## src/design/cachePkg.sv

```systemverilog
/*
  Shared sizes and types of the L1 data cache. Line size and set count are fixed
  here. The way count is a module parameter of the top level.
*/
package cachePkg;

  localparam int WordBits    = 32;
  localparam int AdrBits     = 32;
  localparam int LineWords   = 4;
  localparam int NumSets     = 16;
  localparam int ByteSelBits = 2;
  localparam int WordSelBits = $clog2(LineWords);
  localparam int IndexBits   = $clog2(NumSets);
  localparam int TagBits     = AdrBits - IndexBits - WordSelBits - ByteSelBits;

  // one address word, seen flat by the bus side and as fields by the arrays
  typedef union packed {
    logic [AdrBits-1:0] flat;
    struct packed {
      logic [TagBits-1:0]     tag;
      logic [IndexBits-1:0]   index;
      logic [WordSelBits-1:0] wordOffset;
      logic [ByteSelBits-1:0] byteOffset;
    } fields;
  } cacheAdrT;

  typedef logic [LineWords-1:0][WordBits-1:0] lineT;

  typedef enum logic [3:0] {
    stReady, stFetchWait, stFetchDone, stEvictDirty, stWriteLine,
    stFlushStart, stFlushCheck, stFlushIncr, stFlushWriteBack, stFlushClearDirty
  } cacheStateT;

endpackage
```

## src/design/cacheAdrSelect.sv

```systemverilog
`timescale 1ns/1ns
/*
  Array index and bus line address selection, plus the flush set and way counters.
  NumWays must be a power of two.
*/
module cacheAdrSelect #(
  parameter int NumWays = 2
) (
  input  logic                              clk,
  input  logic                              reset,
  input  cachePkg::cacheAdrT                adr,
  input  logic [cachePkg::TagBits-1:0]      victimTag,
  input  logic                              selEvict,
  input  logic                              selFlush,
  input  logic                              flushSetEn,
  input  logic                              flushWayEn,
  input  logic                              flushSetRst,
  input  logic                              flushWayRst,
  output logic [cachePkg::IndexBits-1:0]    index,
  output logic [cachePkg::TagBits-1:0]      lookupTag,
  output logic [$clog2(NumWays)-1:0]        flushWay,
  output logic                              flushSetLast,
  output logic                              flushWayLast,
  output cachePkg::cacheAdrT                busAdr
);
  import cachePkg::*;

  localparam int WayBits = $clog2(NumWays);

  logic [IndexBits-1:0] flushSet;

  ////////////////////
  // flush walk counters
  ////////////////////
  always_ff @(posedge clk) begin
    if (reset | flushSetRst) begin
      flushSet <= '0;
    end else if (flushSetEn) begin
      flushSet <= flushSet + 1'b1;
    end
  end

  always_ff @(posedge clk) begin
    if (reset | flushWayRst) begin
      flushWay <= '0;
    end else if (flushWayEn) begin
      flushWay <= flushWay + 1'b1;
    end
  end

  assign flushSetLast = (flushSet == IndexBits'(NumSets - 1));
  assign flushWayLast = (flushWay == WayBits'(NumWays - 1));

  assign index     = selFlush ? flushSet : adr.fields.index;
  assign lookupTag = adr.fields.tag;

  // line base address: write-backs go to the victim's home, fetches to the request's
  always_comb begin
    busAdr                   = '0;
    busAdr.fields.tag        = (selEvict | selFlush) ? victimTag : adr.fields.tag;
    busAdr.fields.index      = index;
  end

endmodule

```

## config.mk

```make
export PLATFORM = sky130hd
export DESIGN_NAME = cacheAdrSelect
export DESIGN_NICKNAME = d
export VERILOG_FILES = /design/src/design/cachePkg.sv /design/src/design/cacheAdrSelect.sv
export SDC_FILE = /design/constraint.sdc
export NUM_CORES = 1
export LEC_CHECK = 0
export BUFFER_PORTS_ARGS = -buffer_cell sky130_fd_sc_hd__buf_2
export CAP_MARGIN = 30
export CORE_MARGIN = 2
export CORE_UTILIZATION = 33
export DETAILED_ROUTE_END_ITERATION = 7
export GPL_ROUTABILITY_DRIVEN = 0
export PLACE_DENSITY = 0.95
export SLEW_MARGIN = 20
export SYNTH_ARGS = -nofsm -noshare
export SYNTH_HDL_FRONTEND = slang
export SYNTH_SLANG_ARGS = --single-unit
```

## constraint.sdc

```tcl
create_clock -name clk -period 2.05 [get_ports clk]
set_input_delay 0.205 -clock clk [delete_from_list [all_inputs] [get_ports clk]]
set_output_delay 0.205 -clock clk [all_outputs]
set_load 0.02 [all_outputs]
```

==> results of run 1 <==
## area by class of cell
cell class / count / area [um2] / area share, %
flip-flops and latches: 5 / 100 / 7.65
multi-input cells: 49 / 534 / 40.8
clock buffers: 4 / 26.3 / 2.01
well taps: 30 / 37.5 / 2.87
repair buffers: 119 / 611 / 46.7
## cell families (layout without fill, tap and decap cells)
group,Yosys count,after routing,synth area share [%]
AO/OA/AOI/OAI,2,2,1.68
XOR/XNOR,2,2,1.96
adder cells (fa/ha/maj),1,1,1.40
buffers and inverters,35,123,30.3
flip-flops,5,5,11.2
multiplexers,30,30,46.1
other,1,4,0.420
AND/OR/NAND/NOR,10,10,7.01
## report_power, final
part | leakage [nW] | internal (mW) | switching, mW | total, mW
clock | 0.0150 | 0.0735 | 0.0390 | 0.112
sequential | 0.0406 | 0.100 | 0.00265 | 0.103
combinational | 0.728 | 0.154 | 0.178 | 0.331
total | 0.784 | 0.327 | 0.219 | 0.547
## state kept, by name (all words and copies together) (netlist names)
name,count
flushWay,1
flushSet,4
## stage by stage
stage	instance area [um2]	hold slack (ns)	utilization (%)	setup WS (ns)
floorplan	905	0.282	-	0.948
global placement	1280	0.370	50.8	0.653
detailed placement	1280	0.369	50.8	0.642
CTS	1310	0.118	51.9	0.617
global route	1310	0.127	51.9	0.598
finish	1310	0.129	51.9	0.639
## layout by cell type (no fill, tap or decap), types with 2 or more instances in the layout
| cell type | count |
|---|---|
| mux2_4 | 20 |
| conb_1 | 4 |
| clkbuf_4 | 3 |
| mux2_2 | 9 |
| nor3_1 | 2 |
| nor2_1 | 2 |
| buf_2 | 118 |
| dfxtp_1 | 5 |
| xnor2_1 | 2 |
## critical path, cell delays in order (launching register included)
cell     delay [ns]
dfxtp_1        0.39
ha_1           0.22
and3_1         0.18
buf_2          0.17
## worst min-delay path by stage
| stage | start | endpoint | cells past startpoint |
|---|---|---|---|
| after floorplan | flushWayRst | flushWay$_SDFFE_PP0P_ | 1 |
| after global placement | flushWayRst | flushWay$_SDFFE_PP0P_ | 2 |
| after detailed placement | flushWayRst | flushWay$_SDFFE_PP0P_ | 2 |
| after CTS | flushWayRst | flushWay$_SDFFE_PP0P_ | 2 |
| after global routing | flushWayRst | flushWay$_SDFFE_PP0P_ | 2 |
| final | flushWayRst | flushWay$_SDFFE_PP0P_ | 2 |
## metal layers
layer	up-vias	track usage (%)	routed length, um
li1	442	-	-
met1	420	12.7	768
met2	72	30.9	1420
met3	4	2.09	277
met4	0	6.46	34
met5	-	0	0
==> flow_summary.toml, run 1 <==
[run_status]
status = "complete, no violations"

[logic_synthesis]
synth_seq_cells = 5
avgSynthCellArea_um2 = 10.4
synthTopCellsByArea = "mux2_4 (34%), buf_4 (28%), mux2_2 (11%), dfxtp_1 (11%), buf_6 (2.5%)"
synth_area_leader_cell = "mux2_4"
async_flop_share_pct = 0
syn_area_um2 = 893
synth.top_cells.by_count = "buf_4 (33), mux2_4 (20), mux2_2 (9), dfxtp_1 (5)"
synth_top_area_share_pct = 33.6
yosys_warnings = 0
synth_cells = 86
ys.flop_type = "dfxtp_1"
synth_edf_count = 0
synth_cell_types = 19
ys_seq_area_share_pct = 11.2
yosysMostFrequentCell = "buf_4"

[final_layout]
instances_no_fill = 207
antennaDiodeCount = 0
nets = 243
drive_above_1_share_pct = 87.0
area_growth_pct = 46.5
fillers = 254

[timing]
finClkSkew_ns = 0.00183
finalHoldViolCount = 0
fin_setup_tns_ns = 0
rsz0062_at_grt = "no"
layout_min_cycle_time_ns = 1.41
setup-violations-final = 0
fmax_mhz = 709
slew_viol_final = 0
fin_crit_sh_pct = 68.8

[global_routing]
antenna_found_initial = 0
grt_pass1_vias = 890
grt-ovfl-total = 0
grt_usage_pct = 14.5
grt_pass1_wl_um = 3640
grt_max_degree = 25

[critical_path]
r2r-start = "flushSet[0]$_SDFFE_PP0P_"
rr_worst_depth = 3
critical_path_arrival_ns = 1.21
critPathKind = "reg2out"
critPathLaunchType = "flip-flop"
timing.rr.end = "flushSet[2]$_SDFFE_PP0P_"
crit_path_end_kind = "output pin"
crit_start = "flushSet[0]$_SDFFE_PP0P_"
crit_end = "flushSetLast"
path_max_fanout = 4
reg2reg_setup_slack_ns = 1.08
cp_data_required_time_ns = 1.85

[route]
routed-via-count = 938
wirelength_um = 2500
firstDrtPassIters = 3
viasPerCell = 4.53
drc = 0
ant_nets = 0
wl_per_cell_um = 12.1
drt_iter0_drc = 16

[clock_network]
postCtsSetupRepairBufs = 0
htree_levels = 1
cts_tree = "done"
hold_buffers = 0
clk_latency_ns = 0.24
cts_sinks = 5
clk_pin_slew_ns = 0.04
cts_buffer_depth = 2
cts_buffers = 3
ctsRootBufferMaster = "clkbuf_4"
cts_resized = 0

[floorplanning]
die-height_um = 56.0
row_count = 18
start_util_pct = 35.4
pin_count = 127
fp.coreArea_um2 = 2520
fp.dieW_um = 56.0
die-area_um2 = 3140

[place]
dp_cells = 203
dp_hpwl_um = 2240
port_buffers = 118

[worst_hold_path]
hold_path.class = "in2reg"

[pwr]
p_total_uw = 547
p_leak_nw = 0.784
p_per_area_nw_per_um2 = 418
vdd_drop_max_mv = 0.414

[job]
maxCapViolations = 0
(Power assumes the default switching activity.)
==> inputs of run 2 (changes only) <==
Settings changed: CORE_UTILIZATION 33 to 30, PLACE_DENSITY 0.95 to 0.89.
Clock period 2.05 ns to 1.42 ns, I/O delays scaled along.
==> flow_summary.toml, run 2 (same netlist as run 1, synthesis figures left out) <==
[pwr]
p_clk_share_pct = 20.8
switching_power_uw = 320
vdd_drop_max_mv = 0.519
p_leak_nw = 0.789
switching_share_pct = 40.2
p_seq_share_pct = 18.7
internal_power_uw = 475
combPwrFrac_pct = 60.5
p_total_uw = 795
p_per_area_nw_per_um2 = 603

[route]
wirelength_um = 2350
wl_per_cell_um = 11.2
drc = 0
viasPerCell = 4.47
ant_nets = 0
firstDrtPassIters = 4
routed-via-count = 934
drt_iter0_drc = 9

[timing]
finalHoldViolCount = 0
rsz0062_at_grt = "no"
setup-violations-final = 0
fin_crit_sh_pct = 91.7
finClkSkew_ns = 0.00209
slew_viol_final = 0
setup_ws_ns = 0.118
layout_min_cycle_time_ns = 1.30
fin_setup_tns_ns = 0
fmax_mhz = 768

[final_layout]
final_common_cell = "buf_2"
max_flop_register = "flushSet"
reg_top3 = "flushSet: 4 flops, flushWay: 1 flops"
layout_common_cells = "buf_2 (118), mux2_4 (20), mux2_2 (9)"
drive_above_1_share_pct = 87.6
area_growth_pct = 47.6
nets = 244
antennaDiodeCount = 0
largest_register_ffs = 4

[global_routing]
grt_pass1_vias = 833
grt.busiest_layer = "met2"
antenna_found_initial = 0
use_met2_pct = 25.8
grt_pass1_wl_um = 3280
grt-ovfl-total = 0
grtUsageMet3_pct = 1.54
grt_use_met1_pct = 11.2
grt_usage_pct = 12.4
grt_max_degree = 21

[clock_network]
cts_tree = "done"
cts_buffer_depth = 2
ctsRootBufferMaster = "clkbuf_4"
htree_levels = 1
postCtsSetupRepairBufs = 0
clk_latency_ns = 0.24
clk_pin_slew_ns = 0.04
cts_sinks = 5
hold_buffers = 0
cts_buffers = 3

[critical_path]
critPathKind = "reg2out"
reg2reg_setup_slack_ns = 0.44
r2r-start = "flushSet[0]$_SDFFE_PP0P_"
timing.rr.end = "flushSet[2]$_SDFFE_PP0P_"
critPathLaunchType = "flip-flop"
rr_worst_depth = 3
crit_end = "flushSetLast"
path_max_fanout = 4
slowest_delay_ns = 0.38
crit_path_cell_trace = "ha_1 > and3_1 > buf_2"
crit_path_end_kind = "output pin"
critical_path_arrival_ns = 1.16
cp_data_required_time_ns = 1.28
crit_start = "flushSet[1]$_SDFFE_PP0P_"
slowest_stage = "dfxtp_1"

[place]
dpl_worst_slack_ns = 0.155
dp_hpwl_um = 2150
port_buffers = 118

[worst_hold_path]
hold_path.class = "in2reg"

[floorplanning]
pin_count = 127
die-area_um2 = 3430
fp.dieW_um = 58.6
start_util_pct = 32.1
row_count = 19
fp.coreArea_um2 = 2780
die-height_um = 58.6

[run_status]
status = "complete, no violations"

[job]
maxCapViolations = 0
run 2: routing by layer:
metal / share of wire [%] / wire [um]
met1: 30 / 713
met3: 13 / 316
met4: 1.4 / 33
met2: 55 / 1290
met5: 0 / 0
run 2: stage by stage:
step / cells / hold slack (ns) / utilization, % / area, um2
final: 209 / 0.0540 / 47.4 / 1320
after floorplan: 89 / 0.219 / - / 905
after CTS: 209 / 0.0443 / 47.4 / 1320
after detailed placement: 205 / 0.308 / 46.4 / 1290
after global routing: 209 / 0.0612 / 47.4 / 1320
after global placement: 205 / 0.305 / 46.4 / 1290
run 2: worst min path at each step:
| stage | from | endpoint | slack (ns) | cells past startpoint |
|---|---|---|---|---|
| final | flushWayRst | flushWay$_SDFFE_PP0P_ | 0.05 | 2 |
| after CTS | flushWayRst | flushWay$_SDFFE_PP0P_ | 0.04 | 2 |
| after global placement | flushWayRst | flushWay$_SDFFE_PP0P_ | 0.30 | 2 |
| after floorplan | flushWayRst | flushWay$_SDFFE_PP0P_ | 0.22 | 1 |
| after global routing | flushWayRst | flushWay$_SDFFE_PP0P_ | 0.06 | 2 |
| after detailed placement | flushWayRst | flushWay$_SDFFE_PP0P_ | 0.31 | 2 |
run 2: area by class of cell:
class | count | area, um2
tap | 31 | 38.8
sequential | 5 | 101
clock buffer | 4 | 26.3
timing repair buffer | 120 | 618
multi-input combinational | 49 | 534
fill | 271 | 1460
run 2: what timing repair did:
action | 4_1_cts | 5_1_grt
gates resized for setup | 0 | 1
hold endpoints to repair | 0 | 0
endpoints found under the setup margin | 0 | 1
run 2: power by group through the flow:
stage          clock network, mW  logic, mW  registers [mW]
3_5_place_dp                   0      0.484           0.151
2_1_floorplan                  0      0.352           0.152
5_1_grt                    0.173      0.510           0.150
3_3_place_gp                   0      0.476           0.151
4_1_cts                    0.172      0.485           0.149
6_report                   0.165      0.481           0.149
run 2: worst max-delay path: cells and delay by family (launching register included):
family	cells	cell delay [ns]
flops	1	0.38
fa+ha+maj	1	0.21
simple gates	1	0.16
buf+inv	1	0.16
==> inputs of run 3 (changes only) <==
Settings changed: RECOVER_POWER from default to 50.
==> flow_summary.toml, run 3 (same netlist as run 1, synthesis figures left out) <==
[run_status]
status = "complete, no violations"

[timing]
finalHoldViolCount = 0
fin_setup_tns_ns = 0
fmax_mhz = 768
rsz0062_at_grt = "no"
finClkSkew_ns = 0.00199
layout_min_cycle_time_ns = 1.30
slew_viol_final = 0
fin_crit_sh_pct = 91.7
setup-violations-final = 0

[clock_network]
ctsRootBufferMaster = "clkbuf_4"
clk_pin_slew_ns = 0.04
hold_buffers = 0
clk_latency_ns = 0.24
cts_buffers = 3
cts_tree = "done"
cts_buffer_depth = 2
htree_levels = 1
cts_sinks = 5
postCtsSetupRepairBufs = 0

[route]
highest_layer = "met4"
wirelength_um = 2370
routed-via-count = 930
met3WireLength_um = 333
drc = 0
wl_per_cell_um = 11.3
drt_iter0_drc = 7
viasPerCell = 4.45
routedLengthMet1_um = 721
ant_nets = 0
firstDrtPassIters = 2
wl_met2_um = 1280

[global_routing]
antenna_found_initial = 0
grt_max_degree = 21
grt_usage_pct = 12.4
grt-ovfl-total = 0
grt_pass1_wl_um = 3280
grt_pass1_vias = 833

[final_layout]
nets = 244
area_growth_pct = 43.8
fillers = 286
final_common_cell = "buf_2"
antennaDiodeCount = 0
drive_above_1_share_pct = 72.5
largest_register_ffs = 4
reg_top3 = "flushSet: 4 flops, flushWay: 1 flops"
fin_util_pct = 46.2
max_flop_register = "flushSet"
layout_common_cells = "buf_2 (91), clkbuf_1 (28), mux2_4 (20)"

[worst_hold_path]
hold_path.class = "in2reg"
hold_path_end = "flushWay$_SDFFE_PP0P_"
min_from = "flushWayRst"
hold_depth = 2

[pwr]
p_total_uw = 785
p_per_area_nw_per_um2 = 611
p_leak_nw = 0.711
vdd_drop_max_mv = 0.518

[floorplanning]
pin_count = 127
row_count = 19
fp.coreArea_um2 = 2780
die-height_um = 58.6
die-area_um2 = 3430
start_util_pct = 32.1
fp.dieW_um = 58.6

[critical_path]
r2r-start = "flushSet[0]$_SDFFE_PP0P_"
critical_path_arrival_ns = 1.16
reg2reg_setup_slack_ns = 0.44
cp_data_required_time_ns = 1.28
crit_path_end_kind = "output pin"
rr_worst_depth = 3
critPathKind = "reg2out"
critPathLaunchType = "flip-flop"
timing.rr.end = "flushSet[2]$_SDFFE_PP0P_"
path_max_fanout = 4

[place]
dp_hpwl_um = 2150
port_buffers = 118

[job]
maxCapViolations = 0
run 3: worst max-delay path by stage:
stage               slack [ns]           end                      from  cells after the start
global placement          0.17    busAdr[16]                  selFlush                      5
floorplan                 0.44    busAdr[10]                  selFlush                      3
CTS                       0.06  flushSetLast  flushSet[0]$_SDFFE_PP0P_                      3
detailed placement        0.16    busAdr[16]                  selFlush                      5
global route              0.04  flushSetLast  flushSet[1]$_SDFFE_PP0P_                      3
finish                    0.12  flushSetLast  flushSet[1]$_SDFFE_PP0P_                      3
run 3: cell type report:
class	instances	area, um2	share of cell area (%)
Sequential cell	5	101	7.89
Multi-Input combinational cell	49	534	41.6
Tap cell	31	38.8	3.02
Clock buffer	4	26.3	2.04
Timing Repair Buffer	120	584	45.5
run 3: timing repair:
action	in CTS	in global routing
gates resized for setup	0	1
endpoints found under the hold margin	0	0
endpoints found under the setup margin	0	1
run 3: worst max-delay path, cell delays in order, from the launching register on:
cell	delay, ns
dfxtp_1	0.38
ha_1	0.21
and3_1	0.16
buf_2	0.16
run 3: layer usage:
layer	up-vias	track usage (%)
li1	442	-
met1	409	11.2
met2	75	25.8
met3	4	1.54
met4	0	6.82
met5	-	0
run 3: metrics by stage:
step	instance area, um2	hold slack [ns]	cells	setup slack (ns)
final	1280	0.0543	209	0.118
after CTS	1320	0.0443	209	0.0598
after detailed placement	1290	0.308	205	0.155
after global placement	1290	0.305	205	0.169
after global routing	1280	0.0612	209	0.0359
after floorplan	905	0.219	89	0.444
run 3: power by group:
part           internal, mW  switching, mW  total [mW]
Sequential            0.145        0.00410       0.149
Clock                 0.106         0.0589       0.165
Combinational         0.213          0.258       0.471
Total                 0.464          0.321       0.785
